==> src/include/proc_consts.svh <==
`ifndef PROC_CONSTS_SVH
`define PROC_CONSTS_SVH

// datapath and address width
`define WORD_W 32

// register number width
`define REG_ADDR_W 5

// instruction field widths
`define OPCODE_W 5
`define ALUOP_W 5

// i-type immediate sits in the low bits of the word
`define IMM_W 17

// j-type target field in the low bits
`define TARGET_W 27

// jal destination
`define REG_LINK 31

`endif

==> src/hdl/proc_pkg.sv <==
`include "proc_consts.svh"

package proc_pkg;

    typedef enum logic [`OPCODE_W-1:0] {
        op_rtype = 5'b00000,
        op_j     = 5'b00001,
        op_bne   = 5'b00010,
        op_jal   = 5'b00011,
        op_jr    = 5'b00100,
        op_addi  = 5'b00101,
        op_blt   = 5'b00110,
        op_sw    = 5'b00111,
        op_lw    = 5'b01000
    } opcode_e;

    typedef enum logic [`ALUOP_W-1:0] {
        alu_add = 5'b00000,
        alu_sub = 5'b00001,
        alu_and = 5'b00010,
        alu_or  = 5'b00011,
        alu_sll = 5'b00100,
        alu_sra = 5'b00101
    } alu_op_e;

    // r-type layout; i-type and j-type reuse the low bits as imm or target
    typedef struct packed {
        opcode_e                opcode;
        logic [`REG_ADDR_W-1:0] rd;
        logic [`REG_ADDR_W-1:0] rs;
        logic [`REG_ADDR_W-1:0] rt;
        logic [4:0]             shamt;
        logic [`ALUOP_W-1:0]    aluop;   // raw bits so imm words stay legal
        logic [1:0]             unused;
    } instr_t;

    typedef struct packed {
        instr_t             instr;
        logic [`WORD_W-1:0] pc;
        logic [`WORD_W-1:0] link;     // pc + 1
    } fd_t;

    typedef struct packed {
        instr_t             instr;
        logic [`WORD_W-1:0] pc;
        logic [`WORD_W-1:0] link;
        logic [`WORD_W-1:0] a_val;    // rs or rd for jr
        logic [`WORD_W-1:0] b_val;    // rt or rd for sw and branches
    } dx_t;

    typedef struct packed {
        instr_t             instr;
        logic [`WORD_W-1:0] result;   // alu out or jal link
        logic [`WORD_W-1:0] store_data;
    } xm_t;

    // register write port and bypass source
    typedef struct packed {
        logic                   we;
        logic [`REG_ADDR_W-1:0] addr;
        logic [`WORD_W-1:0]     data;
    } rf_write_t;

    typedef struct packed {
        logic [`WORD_W-1:0] addr;
        logic [`WORD_W-1:0] data;
        logic               wren;
    } dmem_req_t;

    typedef struct packed {
        logic               valid;
        logic [`WORD_W-1:0] target;
    } redirect_t;

    // never true for r0 so no consumer has to check it
    function automatic logic writes_rf(instr_t i);
        case (i.opcode)
            op_rtype, op_addi, op_lw: return i.rd != '0;
            op_jal:                   return 1'b1;
            default:                  return 1'b0;
        endcase
    endfunction

    function automatic logic [`REG_ADDR_W-1:0] dest_reg(instr_t i);
        return (i.opcode == op_jal) ? `REG_ADDR_W'(`REG_LINK) : i.rd;
    endfunction

endpackage

==> src/hdl/alu.sv <==
`include "proc_consts.svh"

module alu (
    input  logic [`WORD_W-1:0]  a_i,
    input  logic [`WORD_W-1:0]  b_i,
    input  proc_pkg::alu_op_e   op_i,
    input  logic [4:0]          shamt_i,
    output logic [`WORD_W-1:0]  result_o
);
    import proc_pkg::*;

    always_comb begin
        case (op_i)
            alu_add: result_o = a_i + b_i;
            alu_sub: result_o = a_i - b_i;
            alu_and: result_o = a_i & b_i;
            alu_or:  result_o = a_i | b_i;
            // shifts act on A only
            alu_sll: result_o = a_i << shamt_i;
            alu_sra: result_o = $signed(a_i) >>> shamt_i;   // keeps sign
            default: result_o = '0;          // unused op codes
        endcase
    end

endmodule

==> src/hdl/branch_unit.sv <==
`include "proc_consts.svh"

module branch_unit (
    input  proc_pkg::opcode_e    op_i,
    input  logic [`WORD_W-1:0]   rd_val_i,
    input  logic [`WORD_W-1:0]   rs_val_i,
    input  logic [`WORD_W-1:0]   pc_i,
    input  logic [`WORD_W-1:0]   imm_i,     // already sign extended
    output proc_pkg::redirect_t  redirect_o
);
    import proc_pkg::*;

    logic not_equal;
    logic less_than;

    assign not_equal = rd_val_i != rs_val_i;
    assign less_than = $signed(rd_val_i) < $signed(rs_val_i);   // rd < rs

    assign redirect_o.valid  = ((op_i == op_bne) && not_equal) ||
                               ((op_i == op_blt) && less_than);
    assign redirect_o.target = pc_i + 1'b1 + imm_i;             // relative to pc + 1

endmodule

==> src/hdl/fetch_stage.sv <==
`include "proc_consts.svh"

module fetch_stage (
    input  logic                 clock_i,
    input  logic                 rst_i,
    input  proc_pkg::instr_t     imem_data_i,
    input  proc_pkg::redirect_t  jr_redirect_i,
    input  proc_pkg::redirect_t  br_redirect_i,
    output logic [`WORD_W-1:0]   imem_addr_o,
    output proc_pkg::fd_t        fd_o
);
    import proc_pkg::*;

    logic [`WORD_W-1:0] pc_q;
    logic [`WORD_W-1:0] pc_plus1;
    logic [`WORD_W-1:0] pc_next;
    logic [`WORD_W-1:0] jump_target;
    logic               is_jump;      // j or jal straight off the imem bus
    logic               flush;        // fetched word is on a dead path

    assign pc_plus1    = pc_q + 1'b1;
    assign jump_target = {{(`WORD_W-`TARGET_W){1'b0}}, imem_data_i[`TARGET_W-1:0]};
    assign is_jump     = (imem_data_i.opcode == op_j) || (imem_data_i.opcode == op_jal);
    assign flush       = br_redirect_i.valid || jr_redirect_i.valid;

    always_comb begin
        if (br_redirect_i.valid) begin           // older instr wins
            pc_next = br_redirect_i.target;
        end else if (jr_redirect_i.valid) begin
            pc_next = jr_redirect_i.target;
        end else if (is_jump) begin              // no bubble for j/jal
            pc_next = jump_target;
        end else begin
            pc_next = pc_plus1;
        end
    end

    always_ff @(posedge clock_i) begin
        if (rst_i) begin
            pc_q <= '0;
        end else begin
            pc_q <= pc_next;
        end
    end

    assign imem_addr_o = pc_q;

    // fetch/decode register
    always_ff @(posedge clock_i) begin
        fd_o.pc   <= pc_q;
        fd_o.link <= pc_plus1;                   // jal return address
        if (rst_i || flush) begin
            fd_o.instr <= '0;                    // nop
        end else begin
            fd_o.instr <= imem_data_i;
        end
    end

endmodule

==> src/hdl/decode_stage.sv <==
`include "proc_consts.svh"

module decode_stage (
    input  logic                    clock_i,
    input  logic                    rst_i,
    input  proc_pkg::fd_t           fd_i,
    input  proc_pkg::redirect_t     br_redirect_i,
    // register file read ports
    output logic [`REG_ADDR_W-1:0]  rf_read_a_o,
    output logic [`REG_ADDR_W-1:0]  rf_read_b_o,
    input  logic [`WORD_W-1:0]      rf_data_a_i,
    input  logic [`WORD_W-1:0]      rf_data_b_i,
    // bypass sources youngest first
    input  proc_pkg::rf_write_t     ex_fwd_i,
    input  proc_pkg::rf_write_t     mem_fwd_i,
    input  proc_pkg::rf_write_t     wb_fwd_i,
    output proc_pkg::redirect_t     jr_redirect_o,
    output proc_pkg::dx_t           dx_o
);
    import proc_pkg::*;

    logic               is_jr;
    logic               is_sw;
    logic               is_branch;
    logic [`WORD_W-1:0] a_val;     // bypassed port A
    logic [`WORD_W-1:0] b_val;     // bypassed port B

    // youngest matching writer wins
    function automatic logic [`WORD_W-1:0] bypass(
        input logic [`REG_ADDR_W-1:0] r,
        input logic [`WORD_W-1:0]     rf_val,
        input rf_write_t              ex,
        input rf_write_t              mem,
        input rf_write_t              wb
    );
        if (ex.we && ex.addr == r) begin
            return ex.data;
        end else if (mem.we && mem.addr == r) begin
            return mem.data;              // load data already merged in
        end else if (wb.we && wb.addr == r) begin
            return wb.data;               // rf write lands at end of cycle
        end
        return rf_val;
    endfunction

    assign is_jr     = fd_i.instr.opcode == op_jr;
    assign is_sw     = fd_i.instr.opcode == op_sw;
    assign is_branch = (fd_i.instr.opcode == op_bne) || (fd_i.instr.opcode == op_blt);

    // port A carries the jr target
    assign rf_read_a_o = is_jr ? fd_i.instr.rd : fd_i.instr.rs;
    // rd is the store data and the branch left operand
    assign rf_read_b_o = (is_sw || is_branch) ? fd_i.instr.rd : fd_i.instr.rt;

    always_comb begin
        a_val = bypass(rf_read_a_o, rf_data_a_i, ex_fwd_i, mem_fwd_i, wb_fwd_i);
        b_val = bypass(rf_read_b_o, rf_data_b_i, ex_fwd_i, mem_fwd_i, wb_fwd_i);
    end

    // jr resolves here and costs one bubble
    assign jr_redirect_o.valid  = is_jr;
    assign jr_redirect_o.target = a_val;

    // decode/execute register
    always_ff @(posedge clock_i) begin
        dx_o.pc    <= fd_i.pc;
        dx_o.link  <= fd_i.link;
        dx_o.a_val <= a_val;
        dx_o.b_val <= b_val;
        if (rst_i || br_redirect_i.valid) begin
            dx_o.instr <= '0;              // squash younger instr
        end else begin
            dx_o.instr <= fd_i.instr;
        end
    end

endmodule

==> src/hdl/execute_stage.sv <==
`include "proc_consts.svh"

module execute_stage (
    input  logic                 clock_i,
    input  logic                 rst_i,
    input  proc_pkg::dx_t        dx_i,
    output proc_pkg::rf_write_t  ex_fwd_o,
    output proc_pkg::redirect_t  br_redirect_o,
    output proc_pkg::xm_t        xm_o
);
    import proc_pkg::*;

    logic               use_imm;     // addi and mem address calc
    logic [`WORD_W-1:0] imm;
    logic [`WORD_W-1:0] alu_b;
    alu_op_e            alu_op;
    logic [`WORD_W-1:0] alu_result;
    logic [`WORD_W-1:0] result;

    assign use_imm = (dx_i.instr.opcode == op_addi) || (dx_i.instr.opcode == op_lw) ||
                     (dx_i.instr.opcode == op_sw);
    assign imm     = {{(`WORD_W-`IMM_W){dx_i.instr[`IMM_W-1]}}, dx_i.instr[`IMM_W-1:0]};
    assign alu_b   = use_imm ? imm : dx_i.b_val;
    assign alu_op  = use_imm ? alu_add : alu_op_e'(dx_i.instr.aluop);

    alu u_alu (
        .a_i      (dx_i.a_val),
        .b_i      (alu_b),
        .op_i     (alu_op),
        .shamt_i  (dx_i.instr.shamt),
        .result_o (alu_result)
    );

    branch_unit u_branch (
        .op_i       (dx_i.instr.opcode),
        .rd_val_i   (dx_i.b_val),      // port B held rd
        .rs_val_i   (dx_i.a_val),
        .pc_i       (dx_i.pc),
        .imm_i      (imm),
        .redirect_o (br_redirect_o)
    );

    // jal carries its link down the pipe as the result
    assign result = (dx_i.instr.opcode == op_jal) ? dx_i.link : alu_result;

    assign ex_fwd_o.we   = writes_rf(dx_i.instr);
    assign ex_fwd_o.addr = dest_reg(dx_i.instr);
    assign ex_fwd_o.data = result;   // lw address here so load-use is unsupported

    // execute/memory register
    always_ff @(posedge clock_i) begin
        xm_o.result     <= result;
        xm_o.store_data <= dx_i.b_val;
        if (rst_i) begin
            xm_o.instr <= '0;
        end else begin
            xm_o.instr <= dx_i.instr;
        end
    end

endmodule

==> src/hdl/mem_wb_stage.sv <==
`include "proc_consts.svh"

module mem_wb_stage (
    input  logic                 clock_i,
    input  logic                 rst_i,
    input  proc_pkg::xm_t        xm_i,
    input  logic [`WORD_W-1:0]   dmem_data_i,
    output proc_pkg::dmem_req_t  dmem_o,
    output proc_pkg::rf_write_t  mem_fwd_o,
    output proc_pkg::rf_write_t  rf_write_o
);
    import proc_pkg::*;

    logic is_lw;

    assign is_lw = xm_i.instr.opcode == op_lw;

    // data memory request
    assign dmem_o.addr = xm_i.result;             // rs + imm from execute
    assign dmem_o.data = xm_i.store_data;
    assign dmem_o.wren = xm_i.instr.opcode == op_sw;

    // write as it will commit one cycle later
    assign mem_fwd_o.we   = writes_rf(xm_i.instr);
    assign mem_fwd_o.addr = dest_reg(xm_i.instr);  // r31 for jal
    assign mem_fwd_o.data = is_lw ? dmem_data_i : xm_i.result;

    // memory/writeback register drives the rf port directly
    always_ff @(posedge clock_i) begin
        rf_write_o.addr <= mem_fwd_o.addr;
        rf_write_o.data <= mem_fwd_o.data;
        if (rst_i) begin
            rf_write_o.we <= 1'b0;
        end else begin
            rf_write_o.we <= mem_fwd_o.we;
        end
    end

endmodule

==> src/hdl/proc_top.sv <==
`include "proc_consts.svh"

module proc_top (
    input  logic                      clock_i,
    input  logic                      rst_i,
    // instruction memory
    output logic [`WORD_W-1:0]        imem_addr_o,
    input  proc_pkg::instr_t          imem_data_i,
    // data memory
    output proc_pkg::dmem_req_t       dmem_o,
    input  logic [`WORD_W-1:0]        dmem_data_i,
    // register file
    output logic [`REG_ADDR_W-1:0]    rf_read_a_o,
    output logic [`REG_ADDR_W-1:0]    rf_read_b_o,
    input  logic [`WORD_W-1:0]        rf_data_a_i,
    input  logic [`WORD_W-1:0]        rf_data_b_i,
    output proc_pkg::rf_write_t       rf_write_o
);
    import proc_pkg::*;

    fd_t       fd;            // fetch -> decode
    dx_t       dx;            // decode -> execute
    xm_t       xm;            // execute -> memory
    redirect_t jr_redirect;   // from decode
    redirect_t br_redirect;   // from execute, flushes fd and dx
    rf_write_t ex_fwd;
    rf_write_t mem_fwd;

    fetch_stage u_fetch (
        .clock_i       (clock_i),
        .rst_i         (rst_i),
        .imem_data_i   (imem_data_i),
        .jr_redirect_i (jr_redirect),
        .br_redirect_i (br_redirect),
        .imem_addr_o   (imem_addr_o),
        .fd_o          (fd)
    );

    decode_stage u_decode (
        .clock_i       (clock_i),
        .rst_i         (rst_i),
        .fd_i          (fd),
        .br_redirect_i (br_redirect),
        .rf_read_a_o   (rf_read_a_o),
        .rf_read_b_o   (rf_read_b_o),
        .rf_data_a_i   (rf_data_a_i),
        .rf_data_b_i   (rf_data_b_i),
        .ex_fwd_i      (ex_fwd),
        .mem_fwd_i     (mem_fwd),
        .wb_fwd_i      (rf_write_o),    // writeback port doubles as oldest bypass
        .jr_redirect_o (jr_redirect),
        .dx_o          (dx)
    );

    execute_stage u_execute (
        .clock_i       (clock_i),
        .rst_i         (rst_i),
        .dx_i          (dx),
        .ex_fwd_o      (ex_fwd),
        .br_redirect_o (br_redirect),
        .xm_o          (xm)
    );

    mem_wb_stage u_mem_wb (
        .clock_i     (clock_i),
        .rst_i       (rst_i),
        .xm_i        (xm),
        .dmem_data_i (dmem_data_i),
        .dmem_o      (dmem_o),
        .mem_fwd_o   (mem_fwd),
        .rf_write_o  (rf_write_o)
    );

endmodule

==> config.mk <==
export PLATFORM = sky130hd
export DESIGN_NAME = proc_top
export DESIGN_NICKNAME = d
export VERILOG_FILES = /design/src/hdl/proc_pkg.sv /design/src/hdl/alu.sv /design/src/hdl/branch_unit.sv /design/src/hdl/fetch_stage.sv /design/src/hdl/decode_stage.sv /design/src/hdl/execute_stage.sv /design/src/hdl/mem_wb_stage.sv /design/src/hdl/proc_top.sv
export VERILOG_INCLUDE_DIRS = /design/src /design/src/include
export SDC_FILE = /design/constraint.sdc
export NUM_CORES = 1
export LEC_CHECK = 0
export ABC_CLOCK_PERIOD_IN_PS = 8800
export BUFFER_PORTS_ARGS = -buffer_cell sky130_fd_sc_hd__buf_2
export CAP_MARGIN = 20
export CELL_PAD_IN_SITES_DETAIL_PLACEMENT = 1
export CELL_PAD_IN_SITES_GLOBAL_PLACEMENT = 1
export CORE_UTILIZATION = 49
export DETAILED_ROUTE_END_ITERATION = 8
export PLACE_DENSITY_LB_ADDON = 0.1
export SLEW_MARGIN = 5
export SYNTH_ARGS = -nofsm -noshare
export SYNTH_HDL_FRONTEND = slang
export SYNTH_SLANG_ARGS = --single-unit
==> constraint.sdc <==
create_clock -name clock_i -period 8.8 [get_ports clock_i]
set_input_delay 1.76 -clock clock_i [delete_from_list [all_inputs] [get_ports clock_i]]
set_output_delay 1.76 -clock clock_i [all_outputs]
set_load 0.01 [all_outputs]
==> flow_summary_export.csv, run 1 <==
group,metric,value,unit
placed_design,portBuffers,274,
drt,post_drt_via_cell_ratio,6.75,
placed_design,place.gp.congestion,1.03,
global_route,grt_pass1_vias,24500,
sta,fin_ws,2.23,ns
synthesis,synthFlopType,"dfxtp_1",
synthesis,syn_avg_cell_area,8.71,µm²
synthesis,async_reset_ff_frac,0,
synthesis,synth_area_leaders,"dfxtp_1, mux2i_1, ha_1",
power_and_ir_drop,cellLeakagePower,12.1,nW
global_route,met2_usage,0.686,
critical_path,critPathKind,"reg2reg",
outcome,status,"finished, final reports clean",
sta,hold_slack,0.317,ns
global_route,grt_max_degree,95,
synthesis,yosysTopAreaCellShare,0.325,
die,die_w,225,µm
critical_path,ff2ff_path_depth,18,
synthesis,synth_warnings,0,
global_route,grt_use_total,0.440,
global_route,grt-busiest-layer,"met2",
critical_path,rr_startpoint,"u_decode.dx_o[157]$_SDFF_PP0_",
die,initial_core_util,0.498,
clocking,cts-htree-levels,2,
sta,drv_slew,0,
clocking,cts_sinks,395,
drt,wire_per_inst,31.5,µm
cells_and_area,layout-drive-gt1-share,0.194,
worst_hold_path,whs_endpoint,"u_decode.dx_o[111]$_DFF_P_",
global_route,use_met1,0.587,
cells_and_area,area_delta_synth_final,12.2,%
cells_and_area,layout.nets,3152,
clocking,cts_max_path_buffers,3,
die,core_area,49000,µm²
sta,hold_viol,0,
synthesis,synth.largest_area_cell,"dfxtp_1",
global_route,grt_pass1_wl,166000,µm
placed_design,hpwlAfterDp,84500,µm
die,die_area,50600,µm²
global_route,grt-ovfl-total,0,
drt,firstDrtPassIters,5,
drt,drc,0,
sta,slew_headroom,0.192,
clocking,cts_root_buf,"clkbuf_16",
clocking,clk_pin_slew_worst_paths,0.07,ns
critical_path,startpoint_type,"flip-flop",
drt,vias,24500,
die,die_h,225,µm
critical_path,worst-r2r-setup-slack,2.23,ns
critical_path,r2r-end,"u_decode.dx_o[58]$_DFF_P_",
critical_path,cp_max_fo,34,
drt,routed_wl,114000,µm
die,num_rows,81,
synthesis,syn_area,24400,µm²
clocking,cts.repair.resized,0,
power_and_ir_drop,p_per_area,375,nW/µm²
clocking,insertion_delay,0.60,ns
worst_hold_path,whs_path_depth,0,
synthesis,ys_ff_latch,395,
synthesis,syn_nets,3026,
placed_design,dp_worst_setup_slack,2.52,ns
sta,fmax,152,MHz
sta,period_needed,6.57,ns
sta,setup_tns,0,ns
die,ios,275,
critical_path,critPathRequiredTime,9.21,ns
drt,drt_iter0_markers,2724,
sta,rsz0062_at_grt,"false",
worst_hold_path,hold_path.class,"reg2reg",
sta,setup_viol,0,
cells_and_area,fin_util,0.559,
critical_path,endpoint_kind,"flip-flop",
synthesis,post_synth_num_cell_types,100,
critical_path,worstPathArrival,6.98,ns
global_route,use_met3,0.0722,
clocking,cts_buffers,43,
global_route,antenna_found_initial,5,
clocking,postCtsSetupRepairBufs,0,
clocking,cts_tree,"yes",
synthesis,synth_edf_count,0,
power_and_ir_drop,peakVddDrop,0.200,mV
sta,tightest_slew,1.20,ns
drt,ant_nets,0,
clocking,hold_buffers,0,
power_and_ir_drop,total_power,10.2,mW
synthesis,synth-seq-area-share,0.325,
worst_hold_path,hold_path.startpoint,"u_fetch.fd_o[47]$_DFF_P_",
job,max_cap_viol_count,0,
synthesis,synth_cells,2797,
sta,finClkSkew,0.0254,ns
sta,fin_crit_sh,0.747,
[critical path, cell delays in order, from the launching register on]
cell      delay, ns
dfxtp_1        0.44
or4b_4         0.60
a21oi_4        0.16
buf_4          0.43
mux2i_1        0.39
or3_1          0.49
or2_1          0.30
a21oi_1        0.25
nor2_1         0.09
xor2_1         0.18
ha_1           0.37
and2_1         0.24
a21oi_1        0.14
o21ai_0        0.24
a21oi_1        0.27
o21ai_0        0.19
a211o_1        0.33
a311oi_1       0.97
o21ai_0        0.27
[cells in the final DEF, fill, tap and decap left out, types with 8 or more instances in the layout]
| cell | instances |
|---|---|
| nor2_1 | 249 |
| nand4_1 | 20 |
| dfxtp_1 | 392 |
| o221ai_1 | 15 |
| o21a_1 | 24 |
| or3_1 | 14 |
| a21oi_1 | 216 |
| nor2b_1 | 20 |
| xnor2_1 | 78 |
| and2_1 | 21 |
| a211o_1 | 17 |
| nand2b_1 | 23 |
| ha_1 | 97 |
| and3_1 | 90 |
| mux2_2 | 80 |
| clkbuf_16 | 43 |
| a31oi_1 | 33 |
| mux2i_1 | 169 |
| inv_1 | 87 |
| maj3_1 | 13 |
| a21o_1 | 69 |
| mux4_2 | 46 |
| buf_4 | 47 |
| clkinv_2 | 11 |
| a2111oi_0 | 8 |
| a22oi_1 | 10 |
| buf_2 | 274 |
| o211ai_1 | 34 |
| nor3_1 | 60 |
| nand2_1 | 178 |
| o31ai_1 | 12 |
| a221oi_1 | 10 |
| a221o_1 | 10 |
| nand3b_1 | 8 |
| a211oi_1 | 57 |
| o21ai_0 | 116 |
| nor4_1 | 19 |
| o22ai_1 | 9 |
| nand3_1 | 53 |
| xor2_1 | 44 |
[report_power, final]
group,switching (mW),internal [mW],total [mW]
Clock,0.853,1.12,1.97
Combinational,3.26,1.92,5.18
Sequential,0.760,2.33,3.09
[routing by layer]
metal	wire length [µm]	vias to the layer above	share of wire
met1	47200	12300	0.41
li1	-	10400	-
met4	6570	4	0.058
met3	9810	363	0.086
met5	27	-	0.00024
met2	50600	1418	0.44
[Yosys cell counts, types with 9 or more instances]
library cell / instances
a31oi_1: 34
and2_1: 21
or3_1: 14
nor2b_1: 20
buf_1: 14
a221o_1: 10
dfxtp_1: 395
nand2b_1: 23
xor2_1: 44
inv_1: 87
and3_1: 90
xnor2_1: 78
a211oi_1: 58
a221oi_1: 10
mux2i_1: 169
o211ai_1: 34
a22oi_1: 10
ha_1: 97
nor4_1: 19
a21o_1: 69
mux2_2: 80
clkbuf_1: 125
a21oi_1: 217
nand3_1: 53
o21a_1: 24
a211o_1: 17
o221ai_1: 15
buf_2: 35
buf_4: 67
o22ai_1: 9
maj3_1: 13
mux4_2: 46
o21ai_0: 117
nand2_1: 178
nor3_1: 61
o31ai_1: 12
nor2_1: 251
nand4_1: 20
[cell families (layout without fill, tap and decap cells)]
family	after synthesis	after routing	synth area share
other cells	0	3	0
xor+xnor	122	122	0.0438
fa+ha+maj	112	112	0.0568
mux	295	295	0.149
compound gates	736	736	0.201
flops	395	395	0.325
simple gates	805	805	0.162
buf+inv	332	491	0.0633
[cell type report]
cell class / count / area [µm²]
Timing Repair Buffer: 322 / 1740
Inverter: 91 / 342
Sequential cell: 395 / 7910
Clock buffer: 50 / 1130
Clock inverter: 28 / 374
Multi-Input combinational cell: 2070 / 15000
Antenna cell: 3 / 7.51
Tap cell: 664 / 831
Fill cell: 5751 / 21600
[worst max path at each step]
stage / slack (ns) / start / endpoint
floorplan: 3.78 / u_decode.dx_o[157]$_SDFF_PP0_ / u_fetch.imem_addr_o[30]$_SDFF_PP0_
global placement: 2.80 / u_decode.dx_o[157]$_SDFF_PP0_ / u_fetch.imem_addr_o[27]$_SDFF_PP0_
detailed placement: 2.52 / u_decode.dx_o[157]$_SDFF_PP0_ / u_fetch.imem_addr_o[26]$_SDFF_PP0_
CTS: 2.44 / u_decode.dx_o[157]$_SDFF_PP0_ / u_fetch.imem_addr_o[27]$_SDFF_PP0_
global route: 1.98 / u_decode.dx_o[157]$_SDFF_PP0_ / u_fetch.imem_addr_o[27]$_SDFF_PP0_
finish: 2.23 / u_decode.dx_o[157]$_SDFF_PP0_ / u_decode.dx_o[58]$_DFF_P_
[state kept, by name, summed over array words and instances (netlist names)]
register and flops:
u_fetch.imem_addr_o 32, u_execute.xm_o 74, u_fetch.fd_o 96, u_mem_wb.rf_write_o 38
u_decode.dx_o 155
[stage by stage]
stage / cells / area (µm²)
after CTS: 3619 / 27300
final: 3623 / 27300
after floorplan: 2797 / 24400
after detailed placement: 3541 / 25800
after global placement: 3541 / 25800
after global routing: 3621 / 27300
No activity file was read; power rests on OpenSTA's default activity.
==> run 2: changes to the inputs <==
--- a/config.mk
+++ b/config.mk
@@ -6,12 +6,12 @@
 export SDC_FILE = /design/constraint.sdc
 export NUM_CORES = 1
 export LEC_CHECK = 0
-export ABC_CLOCK_PERIOD_IN_PS = 8800
+export ABC_CLOCK_PERIOD_IN_PS = 6500
 export BUFFER_PORTS_ARGS = -buffer_cell sky130_fd_sc_hd__buf_2
 export CAP_MARGIN = 20
 export CELL_PAD_IN_SITES_DETAIL_PLACEMENT = 1
 export CELL_PAD_IN_SITES_GLOBAL_PLACEMENT = 1
-export CORE_UTILIZATION = 49
+export CORE_UTILIZATION = 45
 export DETAILED_ROUTE_END_ITERATION = 8
 export PLACE_DENSITY_LB_ADDON = 0.1
 export SLEW_MARGIN = 5
==> constraint.sdc (replaced) <==
create_clock -name clock_i -period 6.5 [get_ports clock_i]
set_input_delay 1.3 -clock clock_i [delete_from_list [all_inputs] [get_ports clock_i]]
set_output_delay 1.3 -clock clock_i [all_outputs]
set_load 0.01 [all_outputs]
==> run 2 against run 1 <==
Net effect:
- register-to-register slack worse by 1.9 ns
- clock power up 34%
- count of clock-buffer cells in the layout grew 10
- largest cell class unchanged
- via count is 1.8% lower
- die area is 8.8% higher
==> flow_summary_export.csv, run 2 (synthesis gave the netlist of run 1 again) <==
group,metric,value,unit
drt,routed_wl,114000,µm
power_and_ir_drop,power_frac_comb,0.513,
global_route,grt-ovfl-total,0,
clocking,cts_tree,"yes",
die,die_w,235,µm
global_route,grt_use_total,0.402,
global_route,grt_max_degree,61,
die,die_h,235,µm
drt,post_drt_via_cell_ratio,6.56,
cells_and_area,top_regs,"u_decode.dx_o (155), u_fetch.fd_o (96), u_execute.xm_o (74)",
sta,period_needed,6.20,ns
sta,drv_slew,0,
sta,tightest_slew,1.12,ns
critical_path,r2r-end,"u_fetch.imem_addr_o[12]$_SDFF_PP0_",
critical_path,cp_max_fo,33,
clocking,cts.repair.resized,0,
critical_path,critPathRequiredTime,7.02,ns
clocking,insertion_delay,0.60,ns
critical_path,path_cells,"or4b_4 -> a21oi_4 -> buf_4 -> nor2_1 -> a21oi_1 -> inv_1 -> ha_1 -> fa_1 -> nor2b_1 -> o31a_1 -> o21ai_0 -> o31ai_1 -> xnor2_1 -> or2_2 -> a31oi_1 -> a21boi_1 -> o21bai_1",
die,initial_core_util,0.459,
worst_hold_path,whs_endpoint,"u_decode.dx_o[124]$_DFF_P_",
drt,firstDrtPassIters,5,
clocking,cts_max_path_buffers,3,
cells_and_area,layout.nets,3169,
drt,ant_nets,0,
sta,fmax,161,MHz
placed_design,portBuffers,274,
power_and_ir_drop,peakVddDrop,0.328,mV
worst_hold_path,hold_path.class,"reg2reg",
sta,setup_viol,0,
critical_path,startpoint_type,"flip-flop",
cells_and_area,diodes,0,
power_and_ir_drop,p_per_area,505,nW/µm²
clocking,cts_buffers,44,
placed_design,hpwlAfterDp,87000,µm
critical_path,crit_buf_inv,2,
die,core_area,53100,µm²
critical_path,endpoint_kind,"flip-flop",
clocking,postCtsSetupRepairBufs,0,
cells_and_area,largest_reg_flops,155,
sta,fin_crit_sh,0.953,
cells_and_area,final_common_cell,"dfxtp_1",
clocking,hold_buffers,0,
sta,finClkSkew,0.0384,ns
die,die_area,55100,µm²
drt,drt_iter0_markers,2425,
placed_design,place.gp.congestion,1.05,
job,max_cap_viol_count,0,
cells_and_area,area_delta_synth_final,12.8,%
drt,vias,24000,
clocking,cts_sinks,395,
power_and_ir_drop,p_seq_frac,0.297,
worst_hold_path,hold_path.startpoint,"u_fetch.fd_o[60]$_DFF_P_",
critical_path,cp_top_family,"compound AO/OA/AOI/OAI gates",
clocking,clk_pin_slew_worst_paths,0.07,ns
sta,setup_tns,0,ns
sta,slew_headroom,0.250,
critical_path,rr_startpoint,"u_decode.dx_o[157]$_SDFF_PP0_",
cells_and_area,final_cell_mix,"dfxtp_1, buf_2, nor2_1",
cells_and_area,top_register,"u_decode.dx_o",
drt,drc,0,
critical_path,critPathKind,"reg2reg",
cells_and_area,layout-drive-gt1-share,0.198,
die,ios,275,
clocking,cts_root_buf,"clkbuf_16",
global_route,antenna_found_initial,5,
worst_hold_path,whs_path_depth,0,
power_and_ir_drop,pwr-share-clk,0.190,
critical_path,max_stage_delay,0.70,ns
power_and_ir_drop,internal_power,7.27,mW
clocking,cts-htree-levels,2,
sta,hold_viol,0,
outcome,status,"finished, final reports clean",
critical_path,cp_slowest_cell,"a31oi_1",
power_and_ir_drop,cellLeakagePower,12.2,nW
global_route,grt_pass1_vias,24300,
power_and_ir_drop,p_switching,6.60,mW
drt,wire_per_inst,31.1,µm
critical_path,worstPathArrival,6.72,ns
critical_path,worst-r2r-setup-slack,0.30,ns
critical_path,ff2ff_path_depth,17,
sta,rsz0062_at_grt,"false",
cells_and_area,fin_util,0.518,
global_route,grt_pass1_wl,166000,µm
die,num_rows,84,
power_and_ir_drop,netSwitchingFraction,0.476,
run 2: worst max-delay path by stage:
stage	startpoint	endpoint	slack (ns)	depth (start not counted)
3_5_place_dp	u_decode.dx_o[157]$_SDFF_PP0_	u_fetch.imem_addr_o[12]$_SDFF_PP0_	0.62	17
5_1_grt	u_decode.dx_o[157]$_SDFF_PP0_	u_fetch.imem_addr_o[12]$_SDFF_PP0_	0.23	17
3_3_place_gp	u_decode.dx_o[157]$_SDFF_PP0_	u_fetch.imem_addr_o[12]$_SDFF_PP0_	0.51	17
6_report	u_decode.dx_o[157]$_SDFF_PP0_	u_fetch.imem_addr_o[12]$_SDFF_PP0_	0.30	17
2_1_floorplan	u_decode.dx_o[157]$_SDFF_PP0_	u_fetch.imem_addr_o[30]$_SDFF_PP0_	1.48	21
4_1_cts	u_decode.dx_o[157]$_SDFF_PP0_	u_fetch.imem_addr_o[12]$_SDFF_PP0_	0.59	17
run 2: metal layers:
metal,global-route usage,vias up,share of wire
met1,0.556,12100,0.43
met3,0.0668,272,0.082
met5,0,-,0.00021
met4,0.163,4,0.042
met2,0.623,1213,0.44
li1,-,10400,-
run 2: cell type report:
type | instances | area (µm²)
Tap cell | 688 | 861
Fill cell | 6283 | 25600
Clock inverter | 21 | 244
Clock buffer | 60 | 1270
Multi-Input combinational cell | 2070 | 15000
Timing Repair Buffer | 338 | 1860
Sequential cell | 395 | 7910
Inverter | 91 | 342
run 2: worst register-to-register path, delay by kind of cell, from the launching register on:
kind	cells	cell delay (ns)
adder cells (fa/ha/maj)	2	0.73
XOR/XNOR	1	0.19
AND/OR/NAND/NOR	4	1.30
flip-flops	1	0.43
buffers and inverters	2	0.62
AO/OA/AOI/OAI	8	2.86
run 2: metrics by stage:
step | hold WS, ns | instances | power [mW] | cell area, µm² | setup WS [ns]
after floorplan | 0.310 | 2797 | 8.24 | 24400 | 1.48
after global placement | 0.310 | 3581 | 10.8 | 26000 | 0.506
after detailed placement | 0.313 | 3581 | 11.0 | 26000 | 0.624
after CTS | 0.309 | 3662 | 13.6 | 27500 | 0.595
after global routing | 0.313 | 3663 | 14.4 | 27500 | 0.234
final | 0.310 | 3663 | 13.9 | 27500 | 0.304
run 2: power by group through the flow:
stage	Sequential (mW)	Clock, mW	Combinational, mW
after floorplan	3.64	0	4.60
after global placement	4.09	0	6.76
after CTS	4.08	2.65	6.91
after global routing	4.15	2.75	7.49
after detailed placement	4.12	0	6.85
final	4.12	2.63	7.12
==> run 3: changes to the inputs <==
--- a/config.mk
+++ b/config.mk
@@ -11,8 +11,9 @@
 export CAP_MARGIN = 20
 export CELL_PAD_IN_SITES_DETAIL_PLACEMENT = 1
 export CELL_PAD_IN_SITES_GLOBAL_PLACEMENT = 1
-export CORE_UTILIZATION = 45
+export CORE_UTILIZATION = 43
 export DETAILED_ROUTE_END_ITERATION = 8
+export MAX_ROUTING_LAYER = met4
 export PLACE_DENSITY_LB_ADDON = 0.1
 export SLEW_MARGIN = 5
 export SYNTH_ARGS = -nofsm -noshare
==> run 3 against run 2 <==
Net effect:
- sequential share of layout area down 0.17 points
- sequential power down 2%
- critical path type unchanged
- via count down 1.3%
- clock power up 6%
- highest routed layer is now met4
- clock skew down 0.0056 ns
- register-to-register slack better by 0.32 ns
- power up 0.45%
- critical endpoint is now u_fetch.imem_addr_o[27]$_SDFF_PP0_
- global-route usage down 0.68 points
- hold slack better by 0.0041 ns
==> flow_summary_export.csv, run 3 (synthesis gave the netlist of run 1 again) <==
group,metric,value,unit
cells_and_area,layout-drive-gt1-share,0.198,
cells_and_area,final_common_cell,"dfxtp_1",
critical_path,ff2ff_path_depth,16,
critical_path,r2r-end,"u_fetch.imem_addr_o[27]$_SDFF_PP0_",
global_route,grt-ovfl-total,0,
critical_path,startpoint_type,"flip-flop",
critical_path,critPathKind,"reg2reg",
critical_path,rr_startpoint,"u_decode.dx_o[157]$_SDFF_PP0_",
placed_design,dp_worst_setup_slack,0.899,ns
clocking,cts_max_path_buffers,3,
die,initial_core_util,0.439,
worst_hold_path,whs_path_depth,0,
drt,ant_nets,0,
sta,period_needed,5.88,ns
global_route,antenna_found_initial,9,
sta,finClkSkew,0.0328,ns
sta,fin_ws,0.621,ns
clocking,cts_tree,"yes",
power_and_ir_drop,p_per_area,504,nW/µm²
drt,drc,0,
drt,vias,23700,
critical_path,worstPathArrival,6.30,ns
clocking,cts_sinks,395,
placed_design,portBuffers,274,
critical_path,cp_max_fo,10,
drt,wire_per_inst,30.0,µm
cells_and_area,area_delta_synth_final,13.5,%
cells_and_area,multi_input_area,15000,µm²
die,die_h,240,µm
worst_hold_path,hold_path.startpoint,"u_fetch.fd_o[61]$_DFF_P_",
drt,routed_wl,112000,µm
die,ios,275,
cells_and_area,layout.nets,3170,
placed_design,dp_cells,3641,
placed_design,place.gp.congestion,1.09,
cells_and_area,seq_area,7910,µm²
cells_and_area,final_area,27700,µm²
worst_hold_path,hold_path.class,"reg2reg",
critical_path,worst-r2r-setup-slack,0.62,ns
cells_and_area,n_fill_cell,6536,
clocking,cts_root_buf,"clkbuf_16",
die,die_w,240,µm
clocking,cts.repair.resized,0,
sta,rsz0062_at_grt,"false",
placed_design,hpwlAfterDp,86400,µm
clocking,cts_buffers,45,
sta,slew_headroom,0.232,
worst_hold_path,whs_endpoint,"u_decode.dx_o[125]$_DFF_P_",
critical_path,endpoint_kind,"flip-flop",
global_route,grt_use_total,0.396,
cells_and_area,top_register,"u_decode.dx_o",
clocking,hold_buffers,0,
clocking,postCtsSetupRepairBufs,0,
clocking,clk_pin_slew_worst_paths,0.07,ns
sta,fmax,170,MHz
power_and_ir_drop,peakVddDrop,0.278,mV
sta,setup_tns,0,ns
cells_and_area,largest_reg_flops,155,
power_and_ir_drop,cellLeakagePower,12.2,nW
die,core_area,55500,µm²
sta,setup_viol,0,
drt,post_drt_via_cell_ratio,6.35,
outcome,status,"finished, final reports clean",
clocking,insertion_delay,0.61,ns
die,num_rows,86,
sta,hold_viol,0,
cells_and_area,fin_util,0.498,
clocking,cts-htree-levels,2,
cells_and_area,layout.cells.non_filler,3730,
cells_and_area,final_cell_mix,"dfxtp_1, buf_2, nor2_1",
critical_path,critPathRequiredTime,6.92,ns
cells_and_area,top_regs,"u_decode.dx_o (155), u_fetch.fd_o (96), u_execute.xm_o (74)",
drt,firstDrtPassIters,5,
drt,drt_iter0_markers,2311,
die,die_area,57600,µm²
global_route,grt_pass1_wl,163000,µm
global_route,grt_max_degree,65,
sta,drv_slew,0,
sta,tightest_slew,1.15,ns
sta,fin_crit_sh,0.905,
placed_design,place_area,26000,µm²
global_route,grt_pass1_vias,23700,
job,max_cap_viol_count,0,
## run 3: cell count changes in the layout (fill, tap and decap cells not counted), moves of 2 or more
| cell | delta |
|---|---|
| clkinv_2 | +8 |
| clkinvlp_4 | -4 |
| inv_6 | -2 |
| clkbuf_8 | -6 |
| clkinv_4 | -3 |
| diode_2 | +5 |
| bufinv_16 | +5 |
## run 3: stage by stage
step,hold slack [ns],total power [mW]
3_3_place_gp,0.310,10.8
4_1_cts,0.314,13.7
2_1_floorplan,0.310,8.24
6_report,0.315,13.9
3_5_place_dp,0.313,10.9
5_1_grt,0.322,14.5
## run 3: final cells by class
cell class                 count  share of cell area
antenna                        5            0.000452
timing repair buffer         338              0.0667
multi-input combinational   2070               0.542
tap                          748              0.0338
clock inverter                27              0.0142
clock buffer                  56              0.0440
inverter                      91              0.0124
sequential                   395               0.286
## run 3: layer usage
metal / wire [µm] / track usage
met1: 49200 / 0.542
met2: 49900 / 0.594
met3: 8740 / 0.0532
met4: 4080 / 0.142
met5: 0 / -
## run 3: worst max path at each step
stage,start,endpoint,depth (start not counted)
finish,u_decode.dx_o[157]$_SDFF_PP0_,u_fetch.imem_addr_o[27]$_SDFF_PP0_,16
global route,u_decode.dx_o[157]$_SDFF_PP0_,u_fetch.imem_addr_o[27]$_SDFF_PP0_,16
CTS,u_decode.dx_o[157]$_SDFF_PP0_,u_fetch.imem_addr_o[27]$_SDFF_PP0_,16
detailed placement,u_decode.dx_o[157]$_SDFF_PP0_,u_fetch.imem_addr_o[27]$_SDFF_PP0_,16
global placement,u_decode.dx_o[157]$_SDFF_PP0_,u_fetch.imem_addr_o[12]$_SDFF_PP0_,17
floorplan,u_decode.dx_o[157]$_SDFF_PP0_,u_fetch.imem_addr_o[30]$_SDFF_PP0_,21
## run 3: power breakdown
group          internal, mW  switching, mW  total (mW)
Sequential             3.15          0.892        4.04
Combinational          2.65           4.47        7.12
Clock                  1.63           1.14        2.78
Total                  7.44           6.50        13.9
## run 3: critical path: stages, from the launching register on
cell       delay [ns]
dfxtp_1          0.43
or4b_4           0.58
a211oi_2         0.71
a31oi_1          0.13
nor4_1           0.74
nand4bb_1        0.27
o21ai_0          0.31
xnor2_1          0.16
a21oi_1          0.09
ha_1             0.45
nand3_1          0.19
a2111oi_0        0.57
nor3_1           0.13
xnor2_1          0.16
a221oi_1         0.49
nand2b_1         0.19
a31oi_1          0.09
